<file path="config.mk">
export PLATFORM = sky130hd
export DESIGN_NAME = game_view
export DESIGN_NICKNAME = d
export VERILOG_FILES = /design/src/rtl/game_view_pkg.sv /design/src/rtl/game_view.sv /design/src/rtl/level_timer.sv /design/src/rtl/object_table.sv /design/src/rtl/rect_painter.sv /design/src/rtl/score_keeper.sv /design/src/rtl/view_sequencer.sv
export SDC_FILE = /design/constraint.sdc
export NUM_CORES = 1
export LEC_CHECK = 0
export BUFFER_PORTS_ARGS = -buffer_cell sky130_fd_sc_hd__buf_4
export CORE_MARGIN = 2
export CORE_UTILIZATION = 40
export CTS_CLUSTER_DIAMETER = 50
export DETAILED_ROUTE_END_ITERATION = 10
export PLACE_DENSITY = 0.54
export SYNTH_ARGS = -nofsm -noshare
export SYNTH_HDL_FRONTEND = slang
export SYNTH_HIERARCHICAL = 1
export SYNTH_SLANG_ARGS = --single-unit
</file>
<file path="constraint.sdc">
create_clock -name clk -period 13.9 [get_ports clk]
set_clock_uncertainty 0.2 [all_clocks]
set_input_delay 0 -clock clk [delete_from_list [all_inputs] [get_ports clk]]
set_output_delay 0 -clock clk [all_outputs]
set_load 0.05 [all_outputs]
</file>
<file path="src/rtl/game_view_pkg.sv">
// game view shared definitions
// screen geometry, object counts, palette, score values and the common types
package game_view_pkg;

	typedef logic [8:0] x_t;
	typedef logic [7:0] y_t;
	typedef logic [11:0] color_t;
	typedef logic [3:0] obj_index_t;
	typedef logic [9:0] score_t;
	typedef logic [3:0] frames_t;

	localparam x_t SCREEN_W = 9'd320;
	localparam y_t SCREEN_H = 8'd240;
	localparam int OBJ_SIZE = 16;

	localparam int NUM_GOLD = 5;
	localparam int NUM_STONE = 7;
	localparam int NUM_DIAMOND = 3;
	localparam int NUM_OBJ = NUM_GOLD + NUM_STONE + NUM_DIAMOND;

	// hook hangs from the middle of the top edge
	localparam x_t HOOK_X = 9'd160;
	localparam x_t HOOK_W = 9'd2;

	localparam score_t GOAL = 10'd50;
	localparam frames_t LEVEL_FRAMES = 4'd6;
	localparam score_t VALUE_GOLD = 10'd10;
	localparam score_t VALUE_STONE = 10'd2;
	localparam score_t VALUE_DIAMOND = 10'd25;

	// palette, no entry is zero
	localparam color_t COLOR_BG = 12'h631;
	localparam color_t COLOR_GOLD = 12'hfc0;
	localparam color_t COLOR_STONE = 12'h888;
	localparam color_t COLOR_DIAMOND = 12'h0ef;
	localparam color_t COLOR_HOOK = 12'h222;
	localparam color_t COLOR_START = 12'h14a;
	localparam color_t COLOR_OVER = 12'ha11;
	localparam color_t COLOR_LEVEL = 12'h2a3;

	typedef enum logic [1:0] {
		kind_gold,
		kind_stone,
		kind_diamond
	} obj_kind_t;

	typedef enum logic [3:0] {
		start_paint,
		start_wait,
		bg_paint,
		obj_check,
		obj_paint,
		hook_paint,
		frame_end,
		level_paint,
		over_paint,
		end_wait
	} view_state_t;

	typedef struct packed {
		x_t x;
		y_t y;
		color_t color;
		logic write;
	} pixel_t;

	typedef struct packed {
		x_t x;
		y_t y;
		x_t width;
		y_t height;
		color_t color;
	} rect_t;

	typedef struct packed {
		x_t x;
		y_t y;
		obj_kind_t kind;
		logic visible;
	} object_t;

	typedef struct packed {
		logic valid;
		obj_kind_t kind;
	} gain_t;

endpackage

</file>
<file path="src/rtl/game_view.sv">
// game view top level
// connects the sequencer, painter, object table, score and timer
`timescale 1ns/1ns

module game_view
	import game_view_pkg::*;
(
	input  logic       clk,
	input  logic       resetn,
	input  logic       go,
	input  logic       obj_wr,
	input  obj_index_t obj_index,
	input  object_t    obj_data,
	input  logic       collect,
	input  obj_index_t collect_index,
	input  y_t         hook_len,
	output pixel_t     pixel,
	output score_t     score,
	output frames_t    time_remain
);
	obj_index_t obj_sel;
	object_t obj;
	rect_t paint_rect;
	gain_t gain;
	logic paint_start;
	logic paint_done;
	logic new_level;
	logic frame_tick;
	logic goal_met;
	logic time_up;

	view_sequencer u_sequencer (
		.clk(clk),
		.resetn(resetn),
		.go(go),
		.hook_len(hook_len),
		.obj(obj),
		.goal_met(goal_met),
		.time_up(time_up),
		.paint_done(paint_done),
		.obj_sel(obj_sel),
		.paint_start(paint_start),
		.paint_rect(paint_rect),
		.new_level(new_level),
		.frame_tick(frame_tick)
	);

	rect_painter u_painter (
		.clk(clk),
		.resetn(resetn),
		.start(paint_start),
		.rect(paint_rect),
		.pixel(pixel),
		.done(paint_done)
	);

	object_table u_objects (
		.clk(clk),
		.resetn(resetn),
		.obj_wr(obj_wr),
		.obj_index(obj_index),
		.obj_data(obj_data),
		.collect(collect),
		.collect_index(collect_index),
		.new_level(new_level),
		.obj_sel(obj_sel),
		.obj(obj),
		.gain(gain)
	);

	score_keeper u_score (
		.clk(clk),
		.resetn(resetn),
		.gain(gain),
		.new_level(new_level),
		.score(score),
		.goal_met(goal_met)
	);

	level_timer u_timer (
		.clk(clk),
		.resetn(resetn),
		.new_level(new_level),
		.frame_tick(frame_tick),
		.time_remain(time_remain),
		.time_up(time_up)
	);

endmodule

</file>
<file path="src/rtl/level_timer.sv">
// level timer
// counts down the frames left in the current level
`timescale 1ns/1ns

module level_timer
	import game_view_pkg::*;
(
	input  logic    clk,
	input  logic    resetn,
	input  logic    new_level,
	input  logic    frame_tick,
	output frames_t time_remain,
	output logic    time_up
);
	logic expired;

	assign expired = (time_remain == '0);

	always_ff @(posedge clk) begin
		if (!resetn) begin
			time_remain <= LEVEL_FRAMES;
		end else if (new_level) begin
			time_remain <= LEVEL_FRAMES;
		end else if (frame_tick && !expired) begin
			// holds at zero once the level has run out
			time_remain <= time_remain - frames_t'(1);
		end
	end

	assign time_up = expired;

endmodule

</file>
<file path="src/rtl/object_table.sv">
// treasure object table
// holds position and kind per object, tracks visibility and reports collections
`timescale 1ns/1ns

module object_table
	import game_view_pkg::*;
(
	input  logic       clk,
	input  logic       resetn,
	input  logic       obj_wr,
	input  obj_index_t obj_index,
	input  object_t    obj_data,
	input  logic       collect,
	input  obj_index_t collect_index,
	input  logic       new_level,
	input  obj_index_t obj_sel,
	output object_t    obj,
	output gain_t      gain
);
	x_t obj_x [NUM_OBJ];
	y_t obj_y [NUM_OBJ];
	obj_kind_t obj_kind [NUM_OBJ];
	logic [NUM_OBJ-1:0] written;
	logic [NUM_OBJ-1:0] visible;
	logic wr_ok;
	logic hit;
	logic gain_valid;
	obj_kind_t gain_kind;

	assign wr_ok = obj_wr && (obj_index < NUM_OBJ);
	// only a visible entry can be collected
	assign hit = collect && (collect_index < NUM_OBJ) && visible[collect_index];

	always_ff @(posedge clk) begin
		if (wr_ok) begin
			obj_x[obj_index] <= obj_data.x;
			obj_y[obj_index] <= obj_data.y;
			obj_kind[obj_index] <= obj_data.kind;
		end
		gain_kind <= obj_kind[collect_index];
	end

	always_ff @(posedge clk) begin
		if (!resetn) begin
			written <= '0;
			visible <= '0;
			gain_valid <= 1'b0;
		end else begin
			gain_valid <= hit;
			if (new_level)
				visible <= written;
			if (hit)
				visible[collect_index] <= 1'b0;
			// a write always shows the entry, whatever obj_data.visible says
			if (wr_ok) begin
				written[obj_index] <= 1'b1;
				visible[obj_index] <= 1'b1;
			end
		end
	end

	assign obj = '{
		x: obj_x[obj_sel],
		y: obj_y[obj_sel],
		kind: obj_kind[obj_sel],
		visible: visible[obj_sel]
	};
	assign gain = '{valid: gain_valid, kind: gain_kind};

endmodule

</file>
<file path="src/rtl/rect_painter.sv">
// rectangle painter
// walks a solid rectangle row by row, one registered pixel per cycle
`timescale 1ns/1ns

module rect_painter
	import game_view_pkg::*;
(
	input  logic   clk,
	input  logic   resetn,
	input  logic   start,
	input  rect_t  rect,
	output pixel_t pixel,
	output logic   done
);
	x_t cur_x;
	y_t cur_y;
	x_t cur_w;
	y_t cur_h;
	x_t col;
	y_t row;
	x_t col_nx;
	y_t row_nx;
	x_t pix_x;
	y_t pix_y;
	color_t pix_color;
	logic pix_write;
	logic busy;
	logic launch;
	logic wrap;
	logic last_nx;
	logic last_first;

	assign launch = start && !busy;
	// a 1x1 rectangle is finished with its first pixel
	assign last_first = (rect.width == x_t'(1)) && (rect.height == y_t'(1));

	always_comb begin
		wrap = (col == cur_w - x_t'(1));
		col_nx = wrap ? '0 : col + x_t'(1);
		row_nx = wrap ? row + y_t'(1) : row;
		last_nx = (col_nx == cur_w - x_t'(1)) && (row_nx == cur_h - y_t'(1));
	end

	always_ff @(posedge clk) begin
		if (!resetn) begin
			busy <= 1'b0;
			done <= 1'b0;
			pix_write <= 1'b0;
		end else if (launch) begin
			busy <= !last_first;
			done <= last_first;
			pix_write <= 1'b1;
		end else if (busy) begin
			busy <= !last_nx;
			done <= last_nx;
			pix_write <= 1'b1;
		end else begin
			done <= 1'b0;
			pix_write <= 1'b0;
		end
	end

	// position counters and pixel payload
	always_ff @(posedge clk) begin
		if (launch) begin
			cur_x <= rect.x;
			cur_y <= rect.y;
			cur_w <= rect.width;
			cur_h <= rect.height;
			col <= '0;
			row <= '0;
			pix_x <= rect.x;
			pix_y <= rect.y;
			pix_color <= rect.color;
		end else if (busy) begin
			col <= col_nx;
			row <= row_nx;
			pix_x <= cur_x + col_nx;
			pix_y <= cur_y + row_nx;
		end
	end

	assign pixel = '{x: pix_x, y: pix_y, color: pix_color, write: pix_write};

endmodule

</file>
<file path="src/rtl/score_keeper.sv">
// score accumulator
// adds the value of each collected kind and flags when the level goal is met
`timescale 1ns/1ns

module score_keeper
	import game_view_pkg::*;
(
	input  logic   clk,
	input  logic   resetn,
	input  gain_t  gain,
	input  logic   new_level,
	output score_t score,
	output logic   goal_met
);
	score_t value;
	score_t score_nx;
	logic [10:0] sum;

	always_comb begin
		case (gain.kind)
			kind_gold: value = VALUE_GOLD;
			kind_stone: value = VALUE_STONE;
			kind_diamond: value = VALUE_DIAMOND;
			default: value = '0;
		endcase
		sum = {1'b0, score} + {1'b0, value};
		if (new_level)
			score_nx = '0;
		else if (gain.valid)
			score_nx = sum[10] ? '1 : sum[9:0];
		else
			score_nx = score;
	end

	always_ff @(posedge clk) begin
		if (!resetn) begin
			score <= '0;
			goal_met <= 1'b0;
		end else begin
			score <= score_nx;
			// compare the new score so the flag tracks it without lag
			goal_met <= (score_nx >= GOAL);
		end
	end

endmodule

</file>
<file path="src/rtl/view_sequencer.sv">
// view sequencer
// FSM that orders the start, frame, level and game-over screens
// and hands each layer to the painter as one rectangle
`timescale 1ns/1ns

module view_sequencer
	import game_view_pkg::*;
(
	input  logic       clk,
	input  logic       resetn,
	input  logic       go,
	input  y_t         hook_len,
	input  object_t    obj,
	input  logic       goal_met,
	input  logic       time_up,
	input  logic       paint_done,
	output obj_index_t obj_sel,
	output logic       paint_start,
	output rect_t      paint_rect,
	output logic       new_level,
	output logic       frame_tick
);
	view_state_t state;
	view_state_t state_nx;
	view_state_t after_objs;
	obj_index_t sel_nx;
	logic issued;
	logic paint_state;
	logic last_obj;

	function automatic color_t kind_color(input obj_kind_t kind);
		case (kind)
			kind_gold: return COLOR_GOLD;
			kind_diamond: return COLOR_DIAMOND;
			default: return COLOR_STONE;
		endcase
	endfunction

	assign last_obj = (obj_sel == obj_index_t'(NUM_OBJ - 1));
	// no hook layer when the rope has no length
	assign after_objs = (hook_len == '0) ? frame_end : hook_paint;

	always_comb begin
		state_nx = state;
		sel_nx = obj_sel;
		new_level = 1'b0;
		case (state)
			start_paint: begin
				if (paint_done)
					state_nx = start_wait;
			end
			start_wait: begin
				if (go)
					state_nx = bg_paint;
			end
			bg_paint: begin
				if (paint_done) begin
					state_nx = obj_check;
					sel_nx = '0;
				end
			end
			obj_check: begin
				if (obj.visible)
					state_nx = obj_paint;
				else if (last_obj)
					state_nx = after_objs;
				else
					sel_nx = obj_sel + obj_index_t'(1);
			end
			obj_paint: begin
				if (paint_done && last_obj) begin
					state_nx = after_objs;
				end else if (paint_done) begin
					state_nx = obj_check;
					sel_nx = obj_sel + obj_index_t'(1);
				end
			end
			hook_paint: begin
				if (paint_done)
					state_nx = frame_end;
			end
			frame_end: begin
				if (goal_met)
					state_nx = level_paint;
				else if (time_up)
					state_nx = over_paint;
				else
					state_nx = bg_paint;
			end
			level_paint, over_paint: begin
				if (paint_done)
					state_nx = end_wait;
			end
			end_wait: begin
				if (go) begin
					new_level = 1'b1;
					state_nx = bg_paint;
				end
			end
			default: state_nx = start_paint;
		endcase
	end

	// tick on the way into frame_end, so time_up there already counts this frame
	assign frame_tick = (state_nx == frame_end) && (state != frame_end);

	always_ff @(posedge clk) begin
		if (!resetn) begin
			state <= start_paint;
			obj_sel <= '0;
		end else begin
			state <= state_nx;
			obj_sel <= sel_nx;
		end
	end

	assign paint_state = state inside {start_paint, bg_paint, obj_paint,
		hook_paint, level_paint, over_paint};
	// one start per paint state, the painter answers with done
	assign paint_start = paint_state && !issued;

	always_ff @(posedge clk) begin
		if (!resetn)
			issued <= 1'b0;
		else if (paint_done)
			issued <= 1'b0;
		else if (paint_start)
			issued <= 1'b1;
	end

	always_comb begin
		paint_rect = '{x: '0, y: '0, width: SCREEN_W, height: SCREEN_H, color: COLOR_BG};
		case (state)
			start_paint: paint_rect.color = COLOR_START;
			level_paint: paint_rect.color = COLOR_LEVEL;
			over_paint: paint_rect.color = COLOR_OVER;
			obj_paint: begin
				paint_rect = '{x: obj.x, y: obj.y, width: x_t'(OBJ_SIZE),
					height: y_t'(OBJ_SIZE), color: kind_color(obj.kind)};
			end
			hook_paint: begin
				paint_rect = '{x: HOOK_X, y: '0, width: HOOK_W,
					height: hook_len, color: COLOR_HOOK};
			end
			default: ;
		endcase
	end

endmodule

</file>
==> metrics.cfg <==
[status]
status = finished, final reports clean

[sta]
finalSetupViolCount = 0
hold_viol_final = 0
tightest_slew_ns = 0.995
slew_headroom_pct = 33.6
rsz0062_at_grt = false
worst_slack_ns = 8.91
hold_slack_ns = 0.0304
drv_slew = 0
period_needed_ns = 4.99
fmax_ghz = 0.200
fin_crit_sh_pct = 35.9
tns_ns = 0

[die]
io_pins = 85
initial_core_util_pct = 40.5
rows = 80
dieArea_mm2 = 0.0500
die_width_um = 224
die_h_um = 224
core_region_area_mm2 = 0.0476

[routing]
via_count = 11996
first_iter_violations = 899
drt_wl_total_um = 46300
antenna_left = 0
via_per_inst = 5.49
wire_per_inst_um = 21.2
dr.pass1.iters = 5
drc_errors = 0

[logic_synthesis]
synth_cells = 1386
netlist.area_leader.share_pct = 54.1
ys_warn_count = 6
syn-cell-area_mm2 = 0.0193
synth.distinct_cells = 92
yosysSeqAreaShare_pct = 62.1
syn_avg_cell_area_um2 = 13.9
ys_seq_elements = 425
ys.flop_type = edfxtp_1
synth_area_leaders = edfxtp_1 54%, dfxtp_1 8.0%, mux4_2 5.7%
yosys.area.top_type = edfxtp_1
async_flop_share_pct = 0
synth-edff-count = 348

[grt]
grt_pass1_vias = 11973
grt_max_degree = 54
antenna_found_initial = 4
grt_pass1_wl_um = 71300
grtUsageTotal_pct = 18.7
overflow = 0

[setup_path]
worstSetupStartpointType = flop
endpoint_kind = flop
cp_data_required_time_ns = 14.01
critPathKind = flop to flop
arrival_ns = 5.10
critPathMaxFanout = 15

[clock_tree]
postCtsHoldBufs = 50
cts_setup_buffers = 0
clock-sinks = 425
path_clk_slew_ns = 0.06
clock_latency_ns = 0.60
cts_resized = 0
htreeDepth = 2
clockRootBuffer = clkbuf_16
cts_made_buffers = 51
cts_tree = done
ctsLongestPathBuffers = 3

[power_and_ir_drop]
sw_frac_of_total_pct = 21.9
powerDensity_mw_per_mm2 = 129
peakVddDrop_mv = 0.0920
leakage_nw = 7.84
combPwrFrac_pct = 5.7
p_sw_uw = 640
clockPowerShare_pct = 45.4
seqPwrFrac_pct = 48.9
internal_power_mw = 2.28

[placed_design]
gp_congestion = 0.850
io_buffers = 83
dp_hpwl_um = 28100
dp_slack_ns = 8.96

[final_layout]
utilization_pct = 47.6
areaGrowthSynthToFinish_pct = 17.6
fillers = 4213
nets = 1594
drive_above_1_share_pct = 18.2

[hold_path]
hold_path_class = input pin to flop

[flow_run]
cap_viol_max_count = 0

## registers in the layout, summed over array words and instances, names as in the netlist, 9 cells and up
register,flops
u_score/score,10
u_objects/obj_x,135
u_objects/obj_y,120
u_painter/cur_w,9
u_objects/written,15
u_objects/visible,15
u_painter/pix_color,12
u_painter/pix_x,9
u_objects/obj_kind,30
u_painter/col,9
u_painter/cur_x,9
## metrics by stage
step | cells | area [um2] | total power, mW
2_1_floorplan | 1390 | 19300 | 1.55
3_3_place_gp | 2038 | 20500 | 1.61
3_5_place_dp | 2038 | 20500 | 1.61
4_1_cts | 2183 | 22700 | 2.95
5_1_grt | 2184 | 22700 | 3.02
6_report | 2184 | 22700 | 2.92
## layout by cell type (no fill, tap or decap), types with 14 or more instances in the layout
cell / instances
xor2_1: 21
nor2_1: 57
a21oi_1: 52
o22ai_1: 24
a31oi_1: 37
ha_1: 24
dfxtp_1: 74
xnor2_1: 42
inv_1: 36
buf_4: 111
mux4_2: 49
and3_1: 14
nor2b_1: 34
nor3_1: 15
clkbuf_1: 16
a211o_1: 18
mux2i_1: 61
clkbuf_16: 52
o21ai_0: 23
a22oi_1: 22
o21a_1: 32
dlygate4sd3_1: 50
o21ai_1: 22
edfxtp_1: 348
nand2_1: 65
and2_1: 22
nand3_1: 15
nand2b_1: 36
## cell type report
cell class              instances  area, um2  share of cell area (%)
inverters                      37        139                   0.612
well taps                     615        769                    3.39
clock inverters                26        307                    1.35
diodes                          1       2.50                  0.0110
repair buffers                161       1330                    5.88
multi-input cells             850       6770                    29.8
flip-flops and latches        425      12000                    52.9
clock buffers                  69       1380                    6.06
## critical path, stage by stage (launching register included)
cell	delay (ns)
edfxtp_1	0.53
inv_1	0.08
ha_1	0.31
xnor2_1	0.44
o211a_1	0.23
nand3_1	0.11
nor3_2	0.43
and2_4	0.38
mux2_4	0.37
ha_1	0.28
a21o_1	0.16
a21oi_1	0.24
o21bai_1	0.12
a21oi_1	0.23
o21ai_0	0.17
xnor2_1	0.20
xnor2_1	0.14
o21ai_0	0.08
## Yosys cell counts, types with 6 or more instances
| cell type | count |
|---|---|
| xor2_1 | 21 |
| mux2i_1 | 61 |
| mux2_2 | 7 |
| nor2b_1 | 34 |
| o22ai_1 | 24 |
| edfxtp_1 | 348 |
| a31oi_1 | 37 |
| and3_1 | 14 |
| o21ai_0 | 23 |
| and2_1 | 22 |
| a22o_1 | 9 |
| nand2b_1 | 36 |
| a21oi_1 | 52 |
| nand4_1 | 9 |
| clkbuf_1 | 32 |
| a211o_1 | 18 |
| o21a_1 | 32 |
| nor2_1 | 68 |
| buf_2 | 17 |
| xnor2_1 | 42 |
| ha_1 | 24 |
| nor3_1 | 19 |
| inv_1 | 37 |
| nand2_1 | 65 |
| a21o_1 | 9 |
| a211oi_1 | 7 |
| dfxtp_1 | 77 |
| nand3_1 | 15 |
| buf_4 | 13 |
| a22oi_1 | 22 |
| mux4_2 | 49 |
| nor4_1 | 6 |
| o21ai_1 | 22 |
| buf_6 | 14 |
## path summary, 6_finish.rpt
path,startpoint,to,slack (ns),cells past startpoint
worst max-delay path,u_painter/cur_w[0],u_painter/pix_y[7],8.91,17
worst min-delay path,obj_index[3],u_objects/obj_y[13][3],0.03,4
worst max register to register,u_painter/cur_w[0],u_painter/pix_y[7],8.91,17
worst min register to register,u_objects/written[5],u_objects/written[5],0.27,1
## cell families after synthesis
logic type / synth area share, %
flip-flops: 62.1
adder cells (fa/ha/maj): 1.87
AO/OA/AOI/OAI: 10.7
other: 0.0194
XOR/XNOR: 3.38
buffers and inverters: 3.14
AND/OR/NAND/NOR: 9.45
multiplexers: 9.36
## power groups by stage
stage / registers [mW] / clock network (mW) / logic (mW)
floorplan: 1.47 / 0 / 0.0763
global placement: 1.45 / 0 / 0.155
detailed placement: 1.45 / 0 / 0.157
CTS: 1.43 / 1.36 / 0.169
global route: 1.43 / 1.41 / 0.182
finish: 1.43 / 1.33 / 0.167
## layer usage
layer,wire [um],vias to the layer above,track usage (%)
li1,-,5620,-
met1,21200,6048,25.7
met2,22300,271,31.0
met3,1900,55,2.77
met4,844,2,5.29
met5,13,-,0
Note: power is estimated with default switching activity, not from simulation.
